[src/uart_cfg_pkg.sv]
`default_nettype none

package uart_cfg_pkg;

    // frame geometry, 8N1 only
    localparam int DATA_BITS = 8;

    // entries per queue, same for tx and rx
    localparam int FIFO_DEPTH = 8;

    // 100 MHz clock at 115200 baud, half of 868 clocks per bit
    localparam int CLK_PER_HALF_BIT_DEF = 434;

    // one payload byte on the wire
    typedef logic [DATA_BITS-1:0] tx_byte_t;

    // receive queue entry
    // bit 8 flags a low stop bit, bits 7:0 the byte
    typedef struct packed {
        logic     frame_err;
        tx_byte_t data;
    } rx_entry_t;

endpackage

`default_nettype wire

[src/uart_reg_pkg.sv]
`default_nettype none

package uart_reg_pkg;

    // apb bus widths
    localparam int APB_ADDR_W = 4;
    localparam int APB_DATA_W = 32;

    ////////////////////////////////////////////////////////////////////////////
    // register map
    ////////////////////////////////////////////////////////////////////////////

    // write only, pushes one byte into the tx queue
    localparam logic [APB_ADDR_W-1:0] REG_TXDATA = 4'h0;

    // read only, pops one rx entry
    localparam logic [APB_ADDR_W-1:0] REG_RXDATA = 4'h4;

    // queue flags plus sticky overrun, write 1 to clear overrun
    localparam logic [APB_ADDR_W-1:0] REG_STATUS = 4'h8;

    ////////////////////////////////////////////////////////////////////////////
    // status bit positions
    ////////////////////////////////////////////////////////////////////////////

    localparam int ST_TX_FULL  = 0;
    localparam int ST_TX_EMPTY = 1;
    // serializer or fetch in progress
    localparam int ST_TX_BUSY  = 2;
    localparam int ST_RX_EMPTY = 3;
    localparam int ST_RX_FULL  = 4;
    // sticky, rx entry dropped on a full queue
    localparam int ST_OVERRUN  = 5;

endpackage

`default_nettype wire

[src/uart_apb_regs.sv]
`timescale 1ns/100ps
`default_nettype none

module uart_apb_regs (
    input  logic                                clk,
    input  logic                                rstn,
    input  logic                                psel,
    input  logic                                penable,
    input  logic                                pwrite,
    input  logic [uart_reg_pkg::APB_ADDR_W-1:0] paddr,
    input  logic [uart_reg_pkg::APB_DATA_W-1:0] pwdata,
    output logic [uart_reg_pkg::APB_DATA_W-1:0] prdata,
    output logic                                pready,
    output logic                                pslverr,
    output logic                                tx_wr_en,
    output uart_cfg_pkg::tx_byte_t              tx_din,
    input  logic                                tx_full,
    input  logic                                tx_empty,
    input  logic                                tx_busy,
    output logic                                rx_pop,
    input  uart_cfg_pkg::rx_entry_t             rx_dout,
    input  logic                                rx_empty,
    input  logic                                rx_full,
    input  logic                                rx_push
);

    import uart_cfg_pkg::*;
    import uart_reg_pkg::*;

    logic                  access;
    logic                  wr_acc;
    logic                  rd_acc;
    logic                  sel_tx;
    logic                  sel_rx;
    logic                  sel_st;
    logic                  overrun;
    logic [APB_DATA_W-1:0] status;

    ////////////////////////////////////////////////////////////////////////////
    // decode
    ////////////////////////////////////////////////////////////////////////////

    // no wait states, access phase closes every transfer
    assign pready = 1'b1;
    assign access = psel && penable;
    assign wr_acc = access && pwrite;
    assign rd_acc = access && !pwrite;

    assign sel_tx = (paddr == REG_TXDATA);
    assign sel_rx = (paddr == REG_RXDATA);
    assign sel_st = (paddr == REG_STATUS);

    // strobes only for legal accesses
    assign tx_wr_en = wr_acc && sel_tx && !tx_full;
    assign tx_din   = pwdata[DATA_BITS-1:0];
    assign rx_pop   = rd_acc && sel_rx && !rx_empty;

    // bad direction, empty/full queue, or unmapped offset
    assign pslverr = access && ((sel_tx && (!pwrite || tx_full))
                             || (sel_rx && (pwrite || rx_empty))
                             || !(sel_tx || sel_rx || sel_st));

    ////////////////////////////////////////////////////////////////////////////
    // status and read data
    ////////////////////////////////////////////////////////////////////////////

    always_comb begin
        status              = '0;
        status[ST_TX_FULL]  = tx_full;
        status[ST_TX_EMPTY] = tx_empty;
        status[ST_TX_BUSY]  = tx_busy;
        status[ST_RX_EMPTY] = rx_empty;
        status[ST_RX_FULL]  = rx_full;
        status[ST_OVERRUN]  = overrun;
    end

    // rx queue head is registered, so it is valid in the access cycle
    always_comb begin
        prdata = '0;
        if (rd_acc) begin
            if (sel_rx && !rx_empty) begin
                prdata = APB_DATA_W'(rx_dout);
            end else if (sel_st) begin
                prdata = status;
            end
        end
    end

    // sticky overrun, a new drop wins over a clear in the same cycle
    always_ff @(posedge clk) begin
        if (!rstn) begin
            overrun <= 1'b0;
        end else if (rx_push && rx_full) begin
            overrun <= 1'b1;
        end else if (wr_acc && sel_st && pwdata[ST_OVERRUN]) begin
            overrun <= 1'b0;
        end
    end

endmodule

`default_nettype wire

[src/uart_apb_top.sv]
`timescale 1ns/100ps
`default_nettype none

module uart_apb_top #(
    parameter int CLK_PER_HALF_BIT = uart_cfg_pkg::CLK_PER_HALF_BIT_DEF
) (
    input  logic                                clk,
    input  logic                                rstn,
    input  logic                                psel,
    input  logic                                penable,
    input  logic                                pwrite,
    input  logic [uart_reg_pkg::APB_ADDR_W-1:0] paddr,
    input  logic [uart_reg_pkg::APB_DATA_W-1:0] pwdata,
    output logic [uart_reg_pkg::APB_DATA_W-1:0] prdata,
    output logic                                pready,
    output logic                                pslverr,
    input  logic                                rxd,
    output logic                                txd
);

    import uart_cfg_pkg::*;

    // register block to transmit unit
    logic      tx_wr_en;
    tx_byte_t  tx_din;
    logic      tx_full;
    logic      tx_empty;
    logic      tx_busy;

    // receiver and receive queue
    logic      rx_push;
    rx_entry_t rx_entry;
    logic      rx_pop;
    rx_entry_t rx_dout;
    logic      rx_empty;
    logic      rx_full;

    uart_apb_regs regs (
        .clk      (clk),
        .rstn     (rstn),
        .psel     (psel),
        .penable  (penable),
        .pwrite   (pwrite),
        .paddr    (paddr),
        .pwdata   (pwdata),
        .prdata   (prdata),
        .pready   (pready),
        .pslverr  (pslverr),
        .tx_wr_en (tx_wr_en),
        .tx_din   (tx_din),
        .tx_full  (tx_full),
        .tx_empty (tx_empty),
        .tx_busy  (tx_busy),
        .rx_pop   (rx_pop),
        .rx_dout  (rx_dout),
        .rx_empty (rx_empty),
        .rx_full  (rx_full),
        .rx_push  (rx_push)
    );

    uart_tx_unit #(
        .CLK_PER_HALF_BIT (CLK_PER_HALF_BIT)
    ) tx_unit (
        .clk   (clk),
        .rstn  (rstn),
        .wr_en (tx_wr_en),
        .din   (tx_din),
        .full  (tx_full),
        .empty (tx_empty),
        .busy  (tx_busy),
        .txd   (txd)
    );

    uart_rx #(
        .CLK_PER_HALF_BIT (CLK_PER_HALF_BIT)
    ) rx (
        .clk   (clk),
        .rstn  (rstn),
        .rxd   (rxd),
        .push  (rx_push),
        .entry (rx_entry)
    );

    // push on full is dropped here, regs flags the overrun
    uart_fifo #(
        .DEPTH   (FIFO_DEPTH),
        .entry_t (rx_entry_t)
    ) rx_fifo (
        .clk   (clk),
        .rstn  (rstn),
        .wr_en (rx_push),
        .din   (rx_entry),
        .rd_en (rx_pop),
        .dout  (rx_dout),
        .full  (rx_full),
        .empty (rx_empty)
    );

endmodule

`default_nettype wire

[src/uart_fifo.sv]
`timescale 1ns/100ps
`default_nettype none

module uart_fifo #(
    parameter int  DEPTH   = uart_cfg_pkg::FIFO_DEPTH,
    parameter type entry_t = uart_cfg_pkg::tx_byte_t
) (
    input  logic   clk,
    input  logic   rstn,
    input  logic   wr_en,
    input  entry_t din,
    input  logic   rd_en,
    output entry_t dout,
    output logic   full,
    output logic   empty
);

    localparam int PTR_W = (DEPTH > 1) ? $clog2(DEPTH) : 1;
    localparam int CNT_W = $clog2(DEPTH + 1);

    entry_t           mem [DEPTH];
    logic [PTR_W-1:0] wr_ptr;
    logic [PTR_W-1:0] rd_ptr;
    logic [PTR_W-1:0] rd_ptr_nxt;
    logic [CNT_W-1:0] count;
    logic [CNT_W-1:0] count_nxt;
    logic             do_wr;
    logic             do_rd;

    // wrap at DEPTH, depth need not be a power of two
    function automatic logic [PTR_W-1:0] ptr_inc(input logic [PTR_W-1:0] p);
        return (p == PTR_W'(DEPTH - 1)) ? '0 : p + 1'b1;
    endfunction

    // push on full and pop on empty are dropped here
    assign do_wr = wr_en && !full;
    assign do_rd = rd_en && !empty;

    assign rd_ptr_nxt = do_rd ? ptr_inc(rd_ptr) : rd_ptr;
    assign count_nxt  = count + CNT_W'(do_wr) - CNT_W'(do_rd);

    always_ff @(posedge clk) begin
        if (!rstn) begin
            wr_ptr <= '0;
            rd_ptr <= '0;
            count  <= '0;
            full   <= 1'b0;
            empty  <= 1'b1;
        end else begin
            if (do_wr) begin
                wr_ptr <= ptr_inc(wr_ptr);
            end
            rd_ptr <= rd_ptr_nxt;
            count  <= count_nxt;
            // flags from next count, so they are registered and exact
            full   <= (count_nxt == CNT_W'(DEPTH));
            empty  <= (count_nxt == '0);
        end
    end

    // storage and head register
    always_ff @(posedge clk) begin
        if (do_wr) begin
            mem[wr_ptr] <= din;
        end
        // write landing on the next head goes straight to dout
        if (do_wr && (wr_ptr == rd_ptr_nxt)) begin
            dout <= din;
        end else begin
            dout <= mem[rd_ptr_nxt];
        end
    end

endmodule

`default_nettype wire

[src/uart_rx.sv]
`timescale 1ns/100ps
`default_nettype none

module uart_rx #(
    parameter int CLK_PER_HALF_BIT = uart_cfg_pkg::CLK_PER_HALF_BIT_DEF
) (
    input  logic                    clk,
    input  logic                    rstn,
    input  logic                    rxd,
    output logic                    push,
    output uart_cfg_pkg::rx_entry_t entry
);

    import uart_cfg_pkg::*;

    localparam int BIT_CLKS = 2 * CLK_PER_HALF_BIT;
    localparam int CNT_W    = $clog2(BIT_CLKS);
    localparam int IDX_W    = (DATA_BITS > 1) ? $clog2(DATA_BITS) : 1;

    typedef enum logic [1:0] {
        R_IDLE,
        R_START,
        R_DATA,
        R_STOP
    } rx_state_t;

    rx_state_t        state;
    logic             rxd_meta;
    logic             rxd_sync;
    logic             rxd_prev;
    logic [CNT_W-1:0] cnt;
    logic [IDX_W-1:0] bit_idx;
    tx_byte_t         shreg;
    logic             half_mark;
    logic             bit_mark;

    assign half_mark = (cnt == CNT_W'(CLK_PER_HALF_BIT - 1));
    assign bit_mark  = (cnt == CNT_W'(BIT_CLKS - 1));

    // two flop synchronizer plus edge history
    always_ff @(posedge clk) begin
        if (!rstn) begin
            rxd_meta <= 1'b1;
            rxd_sync <= 1'b1;
            rxd_prev <= 1'b1;
        end else begin
            rxd_meta <= rxd;
            rxd_sync <= rxd_meta;
            rxd_prev <= rxd_sync;
        end
    end

    // data bits arrive lsb first
    always_ff @(posedge clk) begin
        if ((state == R_DATA) && bit_mark) begin
            shreg <= {rxd_sync, shreg[DATA_BITS-1:1]};
        end
    end

    // entry built at mid stop bit
    always_ff @(posedge clk) begin
        if ((state == R_STOP) && bit_mark) begin
            entry.data      <= shreg;
            entry.frame_err <= !rxd_sync;
        end
    end

    always_ff @(posedge clk) begin
        if (!rstn) begin
            state   <= R_IDLE;
            cnt     <= '0;
            bit_idx <= '0;
            push    <= 1'b0;
        end else begin
            push <= 1'b0;
            cnt  <= cnt + 1'b1;
            case (state)
                R_IDLE: begin
                    cnt <= '0;
                    // falling edge starts a frame
                    if (rxd_prev && !rxd_sync) begin
                        state <= R_START;
                    end
                end
                R_START: begin
                    if (half_mark) begin
                        cnt     <= '0;
                        bit_idx <= '0;
                        // start bit gone high at its middle, glitch
                        state   <= rxd_sync ? R_IDLE : R_DATA;
                    end
                end
                R_DATA: begin
                    if (bit_mark) begin
                        cnt     <= '0;
                        bit_idx <= bit_idx + 1'b1;
                        if (bit_idx == IDX_W'(DATA_BITS - 1)) begin
                            state <= R_STOP;
                        end
                    end
                end
                default: begin
                    if (bit_mark) begin
                        push  <= 1'b1;
                        state <= R_IDLE;
                    end
                end
            endcase
        end
    end

endmodule

`default_nettype wire

[src/uart_tx.sv]
`timescale 1ns/100ps
`default_nettype none

module uart_tx #(
    parameter int CLK_PER_HALF_BIT = uart_cfg_pkg::CLK_PER_HALF_BIT_DEF
) (
    input  logic                  clk,
    input  logic                  rstn,
    input  uart_cfg_pkg::tx_byte_t sdata,
    input  logic                  tx_start,
    output logic                  tx_busy,
    output logic                  txd
);

    import uart_cfg_pkg::*;

    localparam int CNT_W = (CLK_PER_HALF_BIT > 1) ? $clog2(CLK_PER_HALF_BIT) : 1;
    // start, data bits, stop
    localparam int IDX_W = $clog2(DATA_BITS + 2);

    logic [CNT_W-1:0] half_cnt;
    logic             second_half;
    logic [IDX_W-1:0] bit_idx;
    tx_byte_t         shreg;
    logic             half_done;

    assign half_done = (half_cnt == CNT_W'(CLK_PER_HALF_BIT - 1));

    // payload shifter, loaded on start, shifted at each data bit boundary
    always_ff @(posedge clk) begin
        if (tx_start && !tx_busy) begin
            shreg <= sdata;
        end else if (tx_busy && half_done && second_half && (bit_idx < IDX_W'(DATA_BITS))) begin
            shreg <= shreg >> 1;
        end
    end

    always_ff @(posedge clk) begin
        if (!rstn) begin
            tx_busy     <= 1'b0;
            txd         <= 1'b1;
            half_cnt    <= '0;
            second_half <= 1'b0;
            bit_idx     <= '0;
        end else if (!tx_busy) begin
            // idle line stays high until a start request
            if (tx_start) begin
                tx_busy     <= 1'b1;
                txd         <= 1'b0;
                half_cnt    <= '0;
                second_half <= 1'b0;
                bit_idx     <= '0;
            end
        end else if (half_done) begin
            half_cnt    <= '0;
            second_half <= !second_half;
            // end of a full bit time
            if (second_half) begin
                if (bit_idx == IDX_W'(DATA_BITS + 1)) begin
                    // stop bit done, line already high
                    tx_busy <= 1'b0;
                end else begin
                    bit_idx <= bit_idx + 1'b1;
                    // data lsb first, then stop
                    txd     <= (bit_idx < IDX_W'(DATA_BITS)) ? shreg[0] : 1'b1;
                end
            end
        end else begin
            half_cnt <= half_cnt + 1'b1;
        end
    end

endmodule

`default_nettype wire

[src/uart_tx_unit.sv]
`timescale 1ns/100ps
`default_nettype none

module uart_tx_unit #(
    parameter int CLK_PER_HALF_BIT = uart_cfg_pkg::CLK_PER_HALF_BIT_DEF
) (
    input  logic                   clk,
    input  logic                   rstn,
    input  logic                   wr_en,
    input  uart_cfg_pkg::tx_byte_t din,
    output logic                   full,
    output logic                   empty,
    output logic                   busy,
    output logic                   txd
);

    import uart_cfg_pkg::*;

    typedef enum logic [1:0] {
        F_IDLE,
        F_READ,
        F_START
    } fetch_t;

    fetch_t   state;
    logic     rd_en;
    logic     tx_start;
    logic     tx_busy;
    tx_byte_t q_head;
    tx_byte_t sdata;

    uart_fifo #(
        .DEPTH   (FIFO_DEPTH),
        .entry_t (tx_byte_t)
    ) tx_fifo (
        .clk   (clk),
        .rstn  (rstn),
        .wr_en (wr_en),
        .din   (din),
        .rd_en (rd_en),
        .dout  (q_head),
        .full  (full),
        .empty (empty)
    );

    uart_tx #(
        .CLK_PER_HALF_BIT (CLK_PER_HALF_BIT)
    ) tx (
        .clk      (clk),
        .rstn     (rstn),
        .sdata    (sdata),
        .tx_start (tx_start),
        .tx_busy  (tx_busy),
        .txd      (txd)
    );

    ////////////////////////////////////////////////////////////////////////////
    // fetch sequencer
    // idle -> read (rd_en) -> start (tx_start) -> idle
    ////////////////////////////////////////////////////////////////////////////

    // head moves on at the pop, so hold the popped byte for the serializer
    always_ff @(posedge clk) begin
        if (rd_en) begin
            sdata <= q_head;
        end
    end

    always_ff @(posedge clk) begin
        if (!rstn) begin
            state    <= F_IDLE;
            rd_en    <= 1'b0;
            tx_start <= 1'b0;
        end else begin
            rd_en    <= 1'b0;
            tx_start <= 1'b0;
            case (state)
                F_IDLE: begin
                    // back-pressure, wait out the current frame
                    if (!empty && !tx_busy) begin
                        rd_en <= 1'b1;
                        state <= F_READ;
                    end
                end
                F_READ: begin
                    tx_start <= 1'b1;
                    state    <= F_START;
                end
                // one cycle gap, tx_busy is up by the next check
                default: state <= F_IDLE;
            endcase
        end
    end

    // busy over the fetch as well as the frame
    assign busy = tx_busy || (state != F_IDLE);

endmodule

`default_nettype wire

[config.mk]
export PLATFORM = sky130hd
export DESIGN_NAME = uart_apb_top
export DESIGN_NICKNAME = d
export VERILOG_FILES = /design/src/uart_cfg_pkg.sv /design/src/uart_reg_pkg.sv /design/src/uart_apb_regs.sv /design/src/uart_apb_top.sv /design/src/uart_fifo.sv /design/src/uart_rx.sv /design/src/uart_tx.sv /design/src/uart_tx_unit.sv
export SDC_FILE = /design/constraint.sdc
export NUM_CORES = 1
export LEC_CHECK = 0
export BUFFER_PORTS_ARGS = -buffer_cell sky130_fd_sc_hd__clkbuf_2
export CAP_MARGIN = 20
export CORE_MARGIN = 2
export CORE_UTILIZATION = 45
export DETAILED_ROUTE_END_ITERATION = 8
export PLACE_DENSITY = 0.66
export SYNTH_ARGS = -nofsm -noshare
export SYNTH_HDL_FRONTEND = slang
export SYNTH_SLANG_ARGS = --single-unit
[constraint.sdc]
create_clock -name clk -period 2.85 [get_ports clk]
set_input_delay 0.285 -clock clk [delete_from_list [all_inputs] [get_ports clk]]
set_output_delay 0.285 -clock clk [all_outputs]
set_load 0.01 [all_outputs]
* Yosys cells after proc, flatten, opt, wreduce, memory -nomap -nowiden
Memory sizes are Yosys's and may differ from the RTL's. A register that Yosys moved wholly into a read port is not among the register bits. Index checks and enable logic that the tools add are counted. Widths: inputs -> output; s select.
Word-level totals: flip-flop bits (word level) 97, memory bits (writable) 136, input bits 42, output and inout bits 35, word-level logic and storage cells 187, memories 2
Operators by class: add/subtract/negate cells 12, $lt $le $gt $ge 1, eq/ne operators 25, mux-type cells 56, bitwise operators 1, reductions and logical operators 59
Memory list:
- rx_fifo.mem | depth 8, bits a word 9, rd ports 1, clocked after memory_dff 1, write ports 1, line uart_fifo.sv:21 | entry_t mem [DEPTH];
- tx_unit.tx_fifo.mem | depth 8, bits a word 8, rd ports 1, clocked after memory_dff 1, write ports 1, line uart_fifo.sv:21
Operator list (count):
- $mux 32 | 2
- $pmux 10 s3 | 1
- $mux 9 | 3
- $logic_and 1x1->1 | 26
- $mux 3 | 8
- $mux 1 | 22
- $mux 10 | 2
- $mux 4 | 5
- $eq 4x4->1 const B | 4
- $mux 8 | 2
- $add 3x1->3 const B | 5
- $eq 3x3->1 const B | 5
- $mux 2 | 7
- $logic_not 4->1 | 3
- $ne 2x1->1 const B | 6
- $add 10x1->10 const B | 1
- $eq 10x10->1 const B | 1
- $eq 10x9->1 const B | 1
- $reduce_bool 2->1 | 5
- $add 9x1->9 const B | 1
- $eq 9x9->1 const B | 1
- $logic_not 1->1 | 9
- $add 4x1->4 | 2
- $sub 4x1->4 | 2
- other kinds (19) | 30

* Longest topological paths before layout
depth in word-level cells 8, depth in mapped cells 14, mapped depth without buffers 12

* Modules after synthesis
Synthesis repeated with hierarchy kept, for this count alone.
Unflattened totals: cells, all modules 689, area, all modules 10189.8 µm²
By module, submodules not included:
- uart_fifo at rx_fifo | times used 1, cells each 181, area each 3498.4 µm², seq. area each 2462.4 µm²
- uart_fifo at tx_unit.tx_fifo | times used 1, cells each 170, area each 3190.6 µm², seq. area each 2222.1 µm²
- uart_rx | times used 1, cells each 113, area each 1398.8 µm², seq. area each 890.9 µm²
- uart_tx | times used 1, cells each 138, area each 1223.7 µm², seq. area each 560.5 µm²
- uart_apb_regs | times used 1, cells each 70, area each 511.7 µm², seq. area each 20.0 µm²
- uart_tx_unit | times used 1, cells each 17, area each 366.6 µm², seq. area each 320.3 µm²

* Least setup slack after synthesis
Ideal clock, no wire load.
kind input -> register, start point in paddr[3] (netlist bit), end point reg rx_fifo.empty, library setup time 0.074 ns, arrival 3.055 ns, data required time 2.776 ns, path slack -0.279 ns, stages 14, buffers on the path 2, cell sequence or3b_1 or3_1 buf_2 or2_1 buf_6 inv_1 ha_1 inv_1 ha_1 inv_1 fa_1 xnor2_1 or3b_2 o21ai_0
Between the ends: longest elaborated chain between the ends 6
Ends and longest elaborated chain:
- from (decl) | line uart_apb_top.sv:12 | input logic [uart_reg_pkg::APB_ADDR_W-1:0] paddr,
- $eq 4x3->1 | line uart_apb_regs.sv:50 | assign sel_rx = (paddr == REG_RXDATA);
- $logic_and 1x1->1 (2 in series) | line uart_apb_regs.sv:56 | assign rx_pop = rd_acc && sel_rx && !rx_empty;
- $logic_and 1x1->1 | line uart_fifo.sv:37 | assign do_rd = rd_en && !empty;
- $sub 4x1->4 | line uart_fifo.sv:40 | assign count_nxt = count + CNT_W'(do_wr) - CNT_W'(do_rd);
- $logic_not 4->1 | line uart_fifo.sv:57 | empty <= (count_nxt == '0);
- to (signal assigned) | line uart_fifo.sv:57
- to (decl) | line uart_fifo.sv:15 | output logic empty
No other way between the ends. A chain may end at the register's enable or synchronous reset.

* Worst setup path after layout
start point reg rx_fifo.empty, end point reg rx_fifo.empty
Between the ends: longest elaborated chain between the ends 5
Ends and longest elaborated chain (line):
- $logic_not 1->1 (*) | uart_apb_regs.sv:56, uart_fifo.sv:37
- $logic_and 1x1->1 | uart_apb_regs.sv:56
- $logic_and 1x1->1 (*) | uart_fifo.sv:37
- $sub 4x1->4 (*) | uart_fifo.sv:40
- $logic_not 4->1 (*) | uart_fifo.sv:57
Every way passes the cells marked *; elsewhere a longest branch is shown, timed or not.

==> results.sh <==
export IMPL_die_w_um=152
export IMPL_synth_fa_ha_area_frac=0.0410
export IMPL_seq_area_frac_synth=0.658
export IMPL_leakage_nw=3.94
export IMPL_firstDrtPassIters=7
export IMPL_antenna_found_initial=0
export IMPL_rsz0062_at_grt="true"
export IMPL_period_needed_ps=2870
export IMPL_grt_max_degree=26
export IMPL_critPathBufInv=3
export IMPL_violations="setup timing"
export IMPL_routed_wl_um=17200
export IMPL_rows=54
export IMPL_synth_ff_type="edfxtp_1"
export IMPL_fmax_mhz=348
export IMPL_crit_arrival_ps=3320
export IMPL_syn_avg_cell_area_um2=14.4
export IMPL_synth_top_family_by_area="simple AND/OR/NAND/NOR gates"
export IMPL_min_path_cells=1
export IMPL_r2r_start="rx_fifo.empty"
export IMPL_post_route_period_util=1.01
export IMPL_async_reset_ff_frac=0
export IMPL_cp_top_family="simple AND/OR/NAND/NOR gates"
export IMPL_cts_tree="done"
export IMPL_core_mm2=0.0216
export IMPL_drc_errors=0
export IMPL_die_area_mm2=0.0231
export IMPL_cp_depth=11
export IMPL_worst_setup_path_start_kind="flip-flop"
export IMPL_fin_skew_ps=17.1
export IMPL_drt_iter0_drc=428
export IMPL_cp_common_cell="inv_2"
export IMPL_path_cells="or3b_4 -> or3_4 -> or2_4 -> inv_2 -> ha_4 -> inv_2 -> ha_4 -> inv_2 -> fa_2 -> or3b_4 -> o21ai_2"
export IMPL_yosys_area_share_simple=0.105
export IMPL_layout_setup_ws_ps=-20.5
export IMPL_num_nets_final=812
export IMPL_synth_seq_cells=239
export IMPL_drv_slew=0
export IMPL_crit_path_end_kind="flip-flop"
export IMPL_worst_slew_pin_slew_ps=772
export IMPL_outcome="finished with violations"
export IMPL_clockRootBuffer="clkbuf_16"
export IMPL_cp_slowest_cell="fa_2"
export IMPL_worst_path_max_fanout=2
export IMPL_io_pins=77
export IMPL_synth_cell_type_count=62
export IMPL_hold_class="primary input to flip-flop"
export IMPL_slew_headroom=0.485
export IMPL_cts_max_level=1
export IMPL_regToRegSetupSlack_ps=-20
export IMPL_start_util=0.455
export IMPL_diodes=0
export IMPL_ant_nets=0
export IMPL_vias=5456
export IMPL_grt_overflow_total=0
export IMPL_synth_xor_area_share=0.0142
export IMPL_vias_per_cell=5.26
export IMPL_hold_start="pwdata[3]"
export IMPL_synthCells=681
export IMPL_ir_drop_v=0.000453
export IMPL_yosysWarnings=0
export IMPL_finalSetupViolCount=2
export IMPL_worstSetupStartpoint="rx_fifo.empty"
export IMPL_clk_latency_ps=520
export IMPL_numCtsBuffers=24
export IMPL_crit_required_ps=3300
export IMPL_wl_per_cell_um=16.6
export IMPL_clk_pin_slew_ps=60
export IMPL_cts_sinks=239
export IMPL_r2r_end="rx_fifo.empty"
export IMPL_crit_type="flip-flop to flip-flop"
export IMPL_stdcell_area_mm2=0.0112
export IMPL_syn_to_final_growth_pct=14.1
export IMPL_hold_violations=0
export IMPL_final_cell_mix="edfxtp_1 (169), dfxtp_1 (69), nor2_1 (61), nand2_1 (43), mux4_2 (34)"
export IMPL_ctsLongestPathBuffers=3
export IMPL_placedInstanceArea_mm2=0.0104
export IMPL_grt_usage=0.150
export IMPL_critPathMaxStageDelay_ps=530
export IMPL_synth_area_mux_share=0.101
export IMPL_synth_compound_gate_area_share=0.0403
export IMPL_syn_area_mm2=0.00984
export IMPL_synth_edf_count=169
export IMPL_first_global_vias=5521
export IMPL_whs_ps=45.7
export IMPL_io_buffers=28
export IMPL_place_hpwl_um=11500
export IMPL_layout_commonest_cell="edfxtp_1"
export IMPL_drive_gt1_frac=0.214
export IMPL_power_density_mw_per_mm2=658
export IMPL_die_h_um=152
export IMPL_num_fill_cells=1752
export IMPL_grt_pass1_wl_um=28200
export IMPL_cap_violations=0
export IMPL_place_congestion=0.782
export IMPL_r2r_cells=11
export IMPL_hold_end="tx_unit.tx_fifo.mem[4][3]"
worst register-to-register path, delay by kind of cell (launching register included):
| family | cells | cell delay [ps] |
|---|---|---|
| DFF | 1 | 330 |
| buffers and inverters | 3 | 160 |
| AOI/OAI and AO/OA | 1 | 110 |
| and+or+nand+nor | 4 | 1360 |
| adders and majority gates | 3 | 840 |
cells in the mapped netlist, types with 3 or more instances:
cell	number	area (um^2)
edfxtp_1	169	5070
dfxtp_1	70	1400
nor2_1	61	229
nand2_1	43	161
mux4_2	34	766
ha_1	29	363
inv_1	26	97.6
a21oi_1	24	120
buf_4	24	180
clkbuf_1	16	60.1
and2_1	13	81.3
nand2b_1	11	68.8
nor3_1	11	55.1
mux2i_1	10	100
nand3_1	10	50.1
mux2_2	9	101
o21ai_0	8	40.0
xnor2_1	8	70.1
xor2_1	8	70.1
nor3b_1	7	52.6
nand4_1	6	37.5
nor4_1	6	37.5
and3_1	5	31.3
nor4b_1	5	43.8
a21o_1	4	30.0
buf_1	4	15.0
buf_2	4	20.0
or2_2	4	25.0
a22oi_1	3	22.5
a31oi_1	3	18.8
and4_1	3	26.3
o41ai_1	3	26.3
or3_1	3	18.8
report_power, final:
part | leakage (nW) | total (mW) | internal (mW) | switching (mW)
clock | 0.386 | 3.21 | 1.96 | 1.26
combinational | 1.47 | 0.359 | 0.142 | 0.217
sequential | 2.08 | 3.82 | 3.77 | 0.0518
total | 3.94 | 7.39 | 5.87 | 1.52
stage by stage:
stage | instances | power (mW) | worst slack, ps | TNS [ps] | util
detailed placement | 990 | 4.25 | -133 | -401 | 0.479
global placement | 990 | 4.23 | -70.8 | -82.9 | 0.479
finish | 1037 | 7.39 | -20.5 | -28.6 | 0.519
floorplan | 703 | 4.16 | -164 | -282 | -
CTS | 1036 | 7.46 | -1.63 | -1.63 | 0.518
global route | 1037 | 7.64 | -101 | -179 | 0.519
worst max path at each step:
stage / end / slack (ps)
2_1_floorplan: rx_fifo.empty / -160
6_report: rx_fifo.empty / -20
3_5_place_dp: rx_fifo.empty / -130
5_1_grt: rx_fifo.empty / -100
3_3_place_gp: rx_fifo.empty / -70
4_1_cts: rx_fifo.empty / -2
registers in the layout (all words and copies together) (netlist names), 2 cells and up, named ones only:
| register | cells |
|---|---|
| rx.state | 2 |
| tx_unit.sdata | 8 |
| rx.bit_idx | 3 |
| tx_unit.tx_fifo.count | 4 |
| tx_unit.state | 2 |
| rx.shreg | 8 |
| tx_unit.tx.shreg | 8 |
| rx_fifo.count | 4 |
| tx_unit.tx_fifo.wr_ptr | 3 |
| tx_unit.tx_fifo.rd_ptr | 3 |
| rx.cnt | 10 |
| tx_unit.tx_fifo.mem | 64 |
| rx.entry | 9 |
| tx_unit.tx.half_cnt | 9 |
| rx_fifo.mem | 72 |
| rx_fifo.wr_ptr | 3 |
| tx_unit.tx.bit_idx | 4 |
| rx_fifo.rd_ptr | 3 |
layer usage:
layer  global-route usage  wire [um]
met5                    0          0
met4               0.0374        265
met3               0.0271        796
met2                0.263       8610
met1                0.194       7550
cell type report:
class	count	area, um^2	area share
Clock buffer	28	637	0.0567
Sequential cell	239	6480	0.577
Inverter	27	101	0.00903
Timing Repair Buffer	59	375	0.0334
Tap cell	280	350	0.0312
Multi-Input combinational cell	388	3110	0.277
Clock inverter	16	180	0.0160
repair_timing:
item                                    CTS  global route
gates resized for setup                   0             6
buffers inserted                          1             1
pin swaps                                 4             2
endpoints found under the setup margin    2             3
hold buffers                              1             0
hold endpoints to repair                  1             0
cells by family after synthesis:
kind of cell | Yosys count
simple gates | 201
mux | 55
fa+ha+maj | 31
compound gates | 61
other cells | 2
xor+xnor | 16
flops | 239
buf+inv | 76
Note: power is estimated with default switching activity, not from simulation.
